$ cat src/hdl/lstm_cfg.svh
`ifndef LSTM_CFG_SVH
`define LSTM_CFG_SVH

// vector elements and multipliers per row
`define LANES 8
// output rows per weight matrix
`define ROWS 16

// Q8.8 words
`define DATA_WIDTH 16
`define FRAC_BITS 8
`define ACC_WIDTH (`DATA_WIDTH + 8)

// x bank then h bank
`define MEM_DEPTH (2 * `ROWS)

`endif
$ cat src/hdl/lstm_mem_pkg.sv
package lstm_mem_pkg;

`include "lstm_cfg.svh"

	// row address into the shared weight memory
	typedef logic [$clog2(`MEM_DEPTH)-1:0] waddr_t;

	// row number inside one bank
	typedef logic [$clog2(`ROWS)-1:0] row_idx_t;

	typedef logic req_id_t;

	localparam req_id_t REQ_X = 1'b0;
	localparam req_id_t REQ_H = 1'b1;

endpackage

$ cat src/hdl/weight_arbiter.sv
`timescale 1ns/1ps

module weight_arbiter
	import lstm_mem_pkg::*;
(
	input  logic   clk,
	input  logic   reset,
	input  logic   req_x,
	input  logic   req_h,
	input  waddr_t addr_x,
	input  waddr_t addr_h,
	output logic   grant_x,
	output logic   grant_h,
	output logic   mem_en,
	output waddr_t mem_addr,
	output logic   data_ready_x,
	output logic   data_ready_h
);

	req_id_t last_id;
	logic    pick_h;

	always_comb begin
		if (req_x && req_h)
			pick_h = (last_id == REQ_X); // alternate on contention
		else
			pick_h = req_h;
	end

	assign grant_h  = req_h && pick_h;
	assign grant_x  = req_x && !pick_h;
	assign mem_en   = grant_x || grant_h;
	assign mem_addr = pick_h ? addr_h : addr_x;

	always_ff @(posedge clk) begin
		if (!reset) begin
			last_id      <= REQ_H; // x wins the first tie
			data_ready_x <= 1'b0;
			data_ready_h <= 1'b0;
		end else begin
			if (mem_en)
				last_id <= pick_h ? REQ_H : REQ_X;
			data_ready_x <= mem_en && !pick_h; // row lands next cycle
			data_ready_h <= mem_en && pick_h;
		end
	end

endmodule

$ cat config.mk
export PLATFORM = sky130hd
export DESIGN_NAME = weight_arbiter
export DESIGN_NICKNAME = d
export VERILOG_FILES = /design/src/hdl/lstm_mem_pkg.sv /design/src/hdl/weight_arbiter.sv
export VERILOG_INCLUDE_DIRS = /design/src /design/src/hdl
export SDC_FILE = /design/constraint.sdc
export NUM_CORES = 1
export LEC_CHECK = 0
export CAP_MARGIN = 15
export CORE_AREA = 2 2 39 41
export CTS_BUF_LIST = sky130_fd_sc_hd__clkbuf_8
export CTS_CLUSTER_DIAMETER = 120
export DETAILED_ROUTE_END_ITERATION = 16
export DIE_AREA = 0 0 41 43
export DONT_BUFFER_PORTS = 1
export SKIP_CTS_REPAIR_TIMING = 1
export SYNTH_ARGS = -nofsm -noshare
export SYNTH_HDL_FRONTEND = slang
export SYNTH_SLANG_ARGS = --single-unit
$ cat constraint.sdc
create_clock -name clk -period 1 [get_ports clk]
set_clock_uncertainty 0.05 [all_clocks]
set_input_delay 0.05 -clock clk [delete_from_list [all_inputs] [get_ports clk]]
set_output_delay 0.05 -clock clk [all_outputs]
set_load 0.05 [all_outputs]
# Word level (Yosys, flattened, before mapping)
# Index checks and enable logic that the tools add are counted.
# Widths: inputs -> output; s select.
[word_totals]
register_bits = 3
input_bits = 14
[classes]
muxes = 3
bitwise_logic = 1
reduce_logical = 7
[ops]
columns = ["operator", "n"]
rows = [
  ["$logic_and 1x1->1", 5],
  ["$mux 5", 1],
  ["$mux 1", 2],
  ["$logic_not 1->1", 1],
  ["$logic_or 1x1->1", 1],
  ["$not 1->1", 1],
]

# Logic depth before layout (Yosys ltp)
# Gate-level depths: netlist of the first run.
[logic_depth]
ltp_word = 6
depth_mapped = 2

# Least setup slack after synthesis of the first run
# No wires, ideal clock.
[synth_timing]
kind = "reg2out"
startpoint = "register last_id"
endpoint = "output mem_addr[0]"
arrival_ns = 1.279
t_required_ns = 0.900
path_slack_ns = -0.379
path_stages_with_launch = 3
path_buffers = 0
cell_sequence = "dfxtp_1 -> a21boi_4 -> mux2_2"
[synth_via]
elab_chain_cells = 3
[synth_lines]
columns = ["element", "line_no", "text"]
rows = [
  ["start: declaration", "weight_arbiter.sv:20", "req_id_t last_id;"],
  ["start signal: assignment", "weight_arbiter.sv:42", "last_id <= pick_h ? REQ_H : REQ_X;"],
  ["$not 1->1", "weight_arbiter.sv:25", "pick_h = (last_id == REQ_X);"],
  ["$mux 1", "weight_arbiter.sv:24", "if (req_x && req_h)"],
  ["$mux 5", "weight_arbiter.sv:33", "assign mem_addr = pick_h ? addr_h : addr_x;"],
  ["end: declaration", "weight_arbiter.sv:15", "output waddr_t mem_addr,"],
]
# No other way between the ends.

# Worst setup path after layout of the first run
[layout_timing]
startpoint = "register last_id"
endpoint = "output mem_addr[1]"
# Same word-level chain as after synthesis.

==> impl_results.md, run 1 <==
- Final Setup Violations: 7
- DRT iter0 DRCs: 2
- Peak Freq: 0.746 GHz
- Root Buffer: clkbuf_8
- Count leader, synth: mux2_2
- Post-layout min period: approximately 1.3 ns
- Worst Setup End Kind: output pin
- CTS tree: done
- Initial antenna violation count: 0
- Pwr Density: roughly 1900 nW/um^2
- CTS sink count: 3
- Input/output buffers: 0
- Clock buffer depth: 2
- Failing checks: setup timing
- Initial core utilization: 0.133
- P_int: between 400 and 500 uW
- Crit Path Category: flop to output pin
- Synth Warn #: 0
- Syn Nets: 31
- Nets: 45
- Vias: between 150 and 200
- Ys flop type: dfxtp_1
- Leading area contributor after synthesis: dfxtp_1
- Routed length per instance: ~11 um
- Critical path's largest stage delay: about 0.42 ns
- Die X: just over 40 um
- Synthesized area per cell: 10.8 um^2
- VDD IR max: 0.000259 V
- Setup TNS Final: -2.15 ns
- Comb pwr share: 0.316
- Drt drc: 0
- Crit path max fanout: 7
- Hold Fails Final Rpt: 0
- Crit path DAT: approximately 1.2 ns
- Row count: 14
- Worst R2R Start: last_id
- Vias in the first global route: between 100 and 150
- Initial DRT Pass Iterations: 2
- CTS Buf Count: 3
- Total chip power: 683 uW
- Die Area: around 1800 um^2
- Clock power frac: 0.490
- Critical path required time: 0.90 ns
- Crit-path cells: a21boi_4, mux2_4
- Crit path launch type: flop
- Final ANT Viol Nets: 0
- P_sw: 213 uW
- Worst hold path type: input pin to flop
- First-pass GRT wire length: ~570 um
- Yosys top cell area share: 0.327
- Placer Congestion: ~0.56
- Fraction of registers with async set/reset: 0
- Register clock-pin slew on the reported worst setup and hold paths: around 0.03 ns
- Share of layout cells above drive strength 1: 0.633
- Area grow syn2layout: 95.2%
- Placeable Area: 1380 um^2
- Unrepaired setup endpoints after global routing: yes
- Clock latency on the worst-skew pair: between 0.2 and 0.25 ns
- H-tree depth: 1
- Total wire length: between 400 and 500 um
- Layout fillers: around 150
- Rel. slew slack: 0.802
- Leakage: between 0.15 and 0.2 nW
- Switch share: 0.312
- Total GRT Usage: 0.0601
- GR Overflow Total: 0
- Synthesis-stage register bit count: 3
- Post-synth EDFFs: 0
- Hold_sp: req_x
- Cells after synthesis: 17
- Worst-margin pin slew: 0.296 ns
- Top post-synthesis cells by area: dfxtp_1 33%, mux2_2 31%, a21boi_4 10%, and2_1 6.8%, and2_2 4.1%
- Max-slew violations: 0
- Final Cycle Share: 1.34
- Vias/cell: 3.74
- Synth cell types: 10
- Sequential power share: 0.194
- Top Ports: 24
- Setup ws final: -0.341 ns
- # diodes: 0
- Netlist Area Pre-Place: about 180 um^2
- MaxCap Viol Count: 0
- Outcome: finished with violations
- Seq/Total Area, Yosys: 0.327
- Die Ht: approximately 43 um
- CP max-delay cell: mux2_4
- Largest net degree at the start of global routing: 8
- Setup crit start: last_id
- Post-synth top cells: 5 x mux2_2, 3 x dfxtp_1, 2 x and2_1
## kinds of logic after synthesis
logic type	Yosys count	share of synthesized area
mux	5	0.306
flops	3	0.327
compound gates	2	0.129
simple gates	7	0.238
## layout by cell type, fill, tap and decap left out
cell,Yosys,routed
dfxtp_2,0,1
buf_4,0,5
dfxtp_1,3,2
clkbuf_8,0,3
o21ai_0,1,1
or2b_1,1,1
buf_12,0,1
nor2_1,1,1
a21boi_4,1,1
and2_1,2,1
and2_4,0,1
and3_1,1,1
mux2_4,0,5
inv_1,0,1
dlygate4sd3_1,0,3
or2_2,1,1
and2_2,1,1
## through the flow
stage | worst slack [ns] | std cells | instance area [um^2] | hold slack (ns) | util
3_3_place_gp | -0.117 | 38 | 274 | 0.0831 | 0.198
6_report | -0.341 | 46 | 359 | 0.00721 | 0.259
5_1_grt | -0.384 | 46 | 359 | 0.0564 | 0.259
4_1_cts | -0.367 | 42 | 319 | -0.135 | 0.231
3_5_place_dp | -0.132 | 38 | 274 | 0.0978 | 0.198
2_1_floorplan | -0.331 | 17 | 204 | 0.0761 | -
## path summary, 6_finish.rpt
kind | to | slack, ns | cells after the start
worst max-delay path | mem_addr[1] | -0.34 | 2
worst min-delay path | last_id | 0.007 | 2
worst max register to register | data_ready_h | 0.01 | 3
worst min register to register | last_id | 0.60 | 3
## power by group through the flow
| stage | combinational [mW] | clock, mW | sequential (mW) |
|---|---|---|---|
| 2_1_floorplan | 0.150 | 0 | 0.151 |
| 3_3_place_gp | 0.200 | 0 | 0.134 |
| 3_5_place_dp | 0.201 | 0 | 0.134 |
| 4_1_cts | 0.201 | 0.354 | 0.133 |
| 5_1_grt | 0.224 | 0.360 | 0.133 |
| 6_report | 0.216 | 0.335 | 0.133 |
## worst max-delay path, delay by kind of cell, from the launching register on
kind            cells  cell delay, ns
flops               1            0.32
mux                 1            0.42
compound gates      1            0.28
## per-layer routing
layer | share of wire | track usage | vias up
li1 | - | - | 85
met2 | 0.57 | 0.0750 | 7
met1 | 0.35 | 0.0383 | 78
met4 | 0.041 | 0.120 | 0
met5 | 0 | 0 | -
met3 | 0.037 | 0.0314 | 2
## cell type report
class / count / area (um^2) / area share
Clock buffer: 3 / 41.3 / 0.115
Sequential cell: 3 / 61.3 / 0.171
Timing Repair Buffer: 9 / 87.6 / 0.244
Clock inverter: 1 / 3.75 / 0.0105
Multi-Input combinational cell: 14 / 145 / 0.404
Tap cell: 16 / 20.0 / 0.0557
## flip-flops by register name, summed over array words and instances, names as in the netlist
signal        flops
data_ready_h      1
data_ready_x      1
last_id           1
(Power assumes the default switching activity.)
==> run 2: changes to the inputs <==
Settings changed: CAP_MARGIN 15 to 10, RECOVER_POWER set to 25.
==> impl_results.md, run 2 (same netlist as run 1, synthesis figures left out) <==
- Clock latency on the worst-skew pair: 0.21 ns (about the same)
- Worst Setup End Kind: output pin (unchanged)
- Input/output buffers: 0 (unchanged)
- Die Ht: 43 um (unchanged)
- Initial DRT Pass Iterations: 1 (was 2)
- First-pass GRT wire length: 565 um (unchanged)
- H-tree depth: 1 (unchanged)
- Worst hold path type: input pin to flop (unchanged)
- Nets: 45 (unchanged)
- Routed length per instance: 10.6 um (about the same)
- Initial antenna violation count: 0 (unchanged)
- Total chip power: 682 uW (was 683 uW)
- Final Setup Violations: 7 (unchanged)
- Setup ws final: -0.341 ns (about the same)
- Row count: 14 (unchanged)
- Commonest cells after routing, fill and taps aside: 5 x mux2_4, 5 x buf_4, 3 x clkbuf_8, 3 x dlygate4sd3_1, 2 x dfxtp_1 (unchanged)
- CTS sink count: 3 (unchanged)
- Crit-path cells: a21boi_4, mux2_4 (unchanged)
- Failing checks: setup timing (unchanged)
- Vias: 173 (was 172)
- CTS Buf Count: 3 (unchanged)
- Critical path required time: 0.90 ns (about the same)
- Die X: 41 um (unchanged)
- Outcome: finished with violations (unchanged)
- Placeable Area: 1380 um^2 (unchanged)
- Largest registers: data_ready_h (1), data_ready_x (1), last_id (1) (unchanged)
- Total wire length: 487 um (was 486 um)
- Worst hold slack: 0.00787 ns (was 0.00721 ns)
- Rel. slew slack: 0.491 (was 0.802)
- Clock buffer depth: 2 (unchanged)
- Final Cycle Share: 1.34 (about the same)
- Crit path DAT: 1.24 ns (about the same)
- Critical path's largest stage delay: 0.42 ns (about the same)
- Register clock-pin slew on the reported worst setup and hold paths: 0.03 ns (about the same)
- Leakage: 0.167 nW (was 0.168 nW)
- Pwr Density: 1900 nW/um^2 (about the same)
- MaxCap Viol Count: 0 (unchanged)
- Final ANT Viol Nets: 0 (unchanged)
- Setup TNS Final: -2.15 ns (about the same)
- Vias/cell: 3.76 (was 3.74)
- Hold Fails Final Rpt: 0 (unchanged)
- Top Ports: 24 (unchanged)
- Placement Setup Slack: -0.132 ns (unchanged)
- Total GRT Usage: 0.0601 (unchanged)
- Initial core utilization: 0.133 (unchanged)
- Area grow syn2layout: 95.2% (unchanged)
- Crit path max fanout: 7 (unchanged)
- DRT iter0 DRCs: 0 (was 2)
- Crit path launch type: flop (unchanged)
- # diodes: 0 (unchanged)
- Vias in the first global route: 140 (unchanged)
- GR Overflow Total: 0 (unchanged)
- Post-layout min period: 1.34 ns (about the same)
- Die Area: 1760 um^2 (unchanged)
- Drt drc: 0 (unchanged)
- Worst-margin pin slew: 0.763 ns (was 0.296 ns)
- Root Buffer: clkbuf_8 (unchanged)
- VDD IR max: 0.000259 V (about the same)
- Placer Congestion: 0.563 (unchanged)
- Largest net degree at the start of global routing: 8 (unchanged)
- Crit Path Category: flop to output pin (unchanged)
- Share of layout cells above drive strength 1: 0.600 (was 0.633)
- Max-slew violations: 0 (unchanged)
- Unrepaired setup endpoints after global routing: yes (unchanged)
- Peak Freq: 0.746 GHz (about the same)
- CTS tree: done (unchanged)
- CP max-delay cell: mux2_4 (unchanged)
run 2: changes by cell type in the layout (fill, tap and decap cells not counted):
cell,delta
or2_0,+1
or2_2,-1
run 2: metal layers:
| metal | wire length [um] | vias to the layer above | GRT usage |
|---|---|---|---|
| met4 | 20 | 0 | 0.120 |
| met1 | 167 | 78 | 0.0383 |
| met5 | 0 | - | 0 |
| met3 | 18 | 2 | 0.0314 |
| met2 | 281 | 7 | 0.0750 |
| li1 | - | 86 | - |
run 2: stage by stage:
stage / std cells / cell area, um^2 / utilization
global placement: 38 / 274 / 0.198
floorplan: 17 / 204 / -
finish: 46 / 359 / 0.259
detailed placement: 38 / 274 / 0.198
CTS: 42 / 319 / 0.231
global route: 46 / 359 / 0.259
run 2: layout make-up:
| type | count | area [um^2] |
|---|---|---|
| timing repair buffer | 9 | 87.6 |
| clock inverter | 1 | 3.75 |
| sequential | 3 | 61.3 |
| tap | 16 | 20.0 |
| multi-input combinational | 14 | 145 |
| clock buffer | 3 | 41.3 |
| fill | 148 | 1020 |
run 2: path summary, 6_finish.rpt:
kind	startpoint	end	slack, ns	cells past startpoint
min	req_x	last_id	0.008	2
max	last_id	mem_addr[1]	-0.34	2
max reg2reg	last_id	data_ready_h	0.01	3
min reg2reg	last_id	last_id	0.60	3
run 2: power breakdown:
group	internal, mW	switching, mW
registers	0.129	0.00397
logic	0.0797	0.135
clock network	0.261	0.0735
total	0.469	0.213
run 2: worst max-delay path: cells and delay by family (launching register included):
kind,cells,cell delay (ns)
compound gates,1,0.28
flops,1,0.32
mux,1,0.42
==> run 3: changes to the inputs <==
Settings changed: ABC_AREA set to 1.
==> impl_results.md, run 3 <==
- Outcome: finished with violations (unchanged)
- Failing checks: hold timing, setup timing (was setup timing)
- Synth cell types: 9 (was 10)
- Worst-margin pin slew: 0.462 ns (was 0.763 ns)
- Initial antenna violation count: 0 (unchanged)
- MaxCap Viol Count: 0 (unchanged)
- Dpl hpwl: between 400 and 500 um
- Initial core utilization: 0.136 (was 0.133)
- Final non-filler cell total: 58 (was 46)
- Setup ws final: -0.0951 ns (was -0.341 ns)
- Nets: 57 (was 45)
- Input/output buffers: 0 (unchanged)
- P_int: 466 uW (was 469 uW)
- Post-layout min period: 1.10 ns (was 1.34 ns)
- Initial DRT Pass Iterations: 2 (was 1)
- Met3 usage in global routing: 0.0524 (was 0.0314)
- Placed insts: 53 (was 38)
- Final ANT Viol Nets: 0 (unchanged)
- # diodes: 0 (unchanged)
- H-tree depth: 1 (unchanged)
- P_sw: 258 uW (was 213 uW)
- Die X: 41 um (unchanged)
- Largest net degree at the start of global routing: 8 (unchanged)
- Met2 Use GR: 0.106 (was 0.0750)
- Register clock-pin slew on the reported worst setup and hold paths: 0.03 ns (about the same)
- Routed length per instance: 10.4 um (was 10.6 um)
- Comb pwr share: 0.342 (was 0.315)
- Largest registers: data_ready_h (1), data_ready_x (1), last_id (1) (unchanged)
- Total GRT Usage: 0.0762 (was 0.0601)
- Seq/Total Area, Yosys: 0.320 (was 0.327)
- CTS tree: done (unchanged)
- VDD IR max: 0.000358 V (was 0.000259 V)
- Leakage: 0.199 nW (was 0.167 nW)
- Fraction of registers with async set/reset: 0 (unchanged)
- Final core utilization: 0.296 (was 0.259)
- Hold Fails Final Rpt: 2 (was 0)
- Share of layout cells above drive strength 1: 0.595 (was 0.600)
- Cell area after layout: 409 um^2 (was 359 um^2)
- Clock buffer depth: 2 (unchanged)
- Crit path max fanout: 7 (unchanged)
- Worst hold path type: input pin to flop (unchanged)
- DRT iter0 DRCs: 4 (was 0)
- First-pass GRT wire length: 834 um (was 565 um)
- Rel. slew slack: 0.691 (was 0.491)
- Drt drc: 0 (unchanged)
- Post-synth EDFFs: 0 (unchanged)
- Top Ports: 24 (unchanged)
- Sequential power share: 0.184 (was 0.195)
- Clock latency on the worst-skew pair: 0.22 ns (was 0.21 ns)
- Synth Warn #: 0 (unchanged)
- Met1 usage: 0.0735 (was 0.0383)
- Synthesis-stage register bit count: 3 (unchanged)
- CTS Buf Count: 3 (unchanged)
- Max-slew violations: 0 (unchanged)
- Ys flop type: dfxtp_1 (unchanged)
- Crit path DAT: 1.00 ns (was 1.24 ns)
- Root Buffer: clkbuf_8 (unchanged)
- Placeable Area: 1380 um^2 (unchanged)
- Leading area contributor after synthesis: dfxtp_1 (unchanged)
- Vias: 231 (was 173)
- Worst hold slack: -0.0878 ns (was 0.00787 ns)
- Cells after synthesis: 31 (was 17)
- Vias in the first global route: 203 (was 140)
- Total wire length: 604 um (was 487 um)
- Crit path launch type: flop (unchanged)
- Final Setup Violations: 7 (unchanged)
- Final Cycle Share: 1.10 (was 1.34)
- Area grow syn2layout: 118% (was 95.2%)
- GR Overflow Total: 0 (unchanged)
- Unrepaired setup endpoints after global routing: yes (unchanged)
- Crit Path Category: flop to output pin (unchanged)
- Row count: 14 (unchanged)
- Post-synth top cells: 12 x nand2_1, 6 x nand3_1, 4 x inv_1 (was 5 x mux2_2, 3 x dfxtp_1, 2 x and2_1)
- Synthesized area per cell: 6.05 um^2 (was 10.8 um^2)
- Peak Freq: 0.913 GHz (was 0.746 GHz)
- Syn Nets: 45 (was 31)
- Commonest cells after routing, fill and taps aside: 6 x nand2_4, 6 x nand3_1, 5 x nand2_2, 4 x inv_1 (was 5 x mux2_4, 5 x buf_4, 3 x clkbuf_8, 3 x dlygate4sd3_1, 2 x dfxtp_1)
- GRT busiest layer: met2 (was met4)
- Clock power frac: 0.474 (was 0.490)
- Placement Setup Slack: 0.0622 ns (was -0.132 ns)
- CTS sink count: 3 (unchanged)
- Pwr Density: 1770 nW/um^2 (was 1900 nW/um^2)
- Netlist Area Pre-Place: 188 um^2 (was 184 um^2)
- Worst Setup End Kind: output pin (unchanged)
- Die Area: 1760 um^2 (unchanged)
- Yosys top cell area share: 0.320 (was 0.327)
- Vias/cell: 3.98 (was 3.76)
- Switch share: 0.356 (was 0.312)
- DP Area: 290 um^2 (was 274 um^2)
- Die Ht: 43 um (unchanged)
- Placer Congestion: 0.671 (was 0.563)
- Top post-synthesis cells by area: dfxtp_1 32%, nand2_1 24%, nand3_1 16%, inv_1 8.0%, nand2_4 6.0% (was dfxtp_1 33%, mux2_2 31%, a21boi_4 10%, and2_1 6.8%, and2_2 4.1%)
- Critical path required time: 0.90 ns (about the same)
- Count leader, synth: nand2_1 (was mux2_2)
-- run 3: stage by stage --
step,setup TNS [ns],power (mW)
after detailed placement,0,0.346
after global placement,0,0.344
after global routing,-0.904,0.759
final,-0.642,0.724
after CTS,-1.16,0.701
after floorplan,0,0.296
-- run 3: cell type report --
cell class	instances	area, um^2
Sequential cell	3	61.3
Inverter	5	18.8
Fill cell	152	975
Multi-Input combinational cell	23	180
Timing Repair Buffer	7	83.8
Clock inverter	1	3.75
Tap cell	16	20.0
Clock buffer	3	41.3
-- run 3: routing by layer --
layer	wire length (um)	vias up
li1	-	116
met1	186	100
met2	343	15
met3	75	0
met4	0	0
met5	0	-
-- run 3: worst paths after layout --
| kind | start | to | slack, ns | cells past startpoint |
|---|---|---|---|---|
| max | last_id | mem_addr[2] | -0.1 | 4 |
| min | req_x | data_ready_x | -0.09 | 2 |
| max reg2reg | last_id | last_id | 0.10 | 4 |
| min reg2reg | last_id | last_id | 0.56 | 3 |
-- run 3: power groups by stage --
stage	logic, mW	clock network (mW)	registers (mW)
6_report	0.248	0.343	0.133
5_1_grt	0.260	0.365	0.134
4_1_cts	0.213	0.357	0.131
3_5_place_dp	0.213	0	0.132
3_3_place_gp	0.211	0	0.133
2_1_floorplan	0.147	0	0.149
-- run 3: kinds of logic (layout without fill, tap and decap cells) --
family	Yosys count	count (layout)	share of synthesized area
buffers and inverters	5	16	0.100
flip-flops	3	3	0.320
AND/OR/NAND/NOR	22	22	0.533
AO/OA/AOI/OAI	1	1	0.0467
-- run 3: worst max-delay path: stages (launching register included) --
cell and delay (ns):
dfxtp_2 0.35, nand2_4 0.10, nand2_8 0.11, nand2_2 0.07, nand2_4 0.15
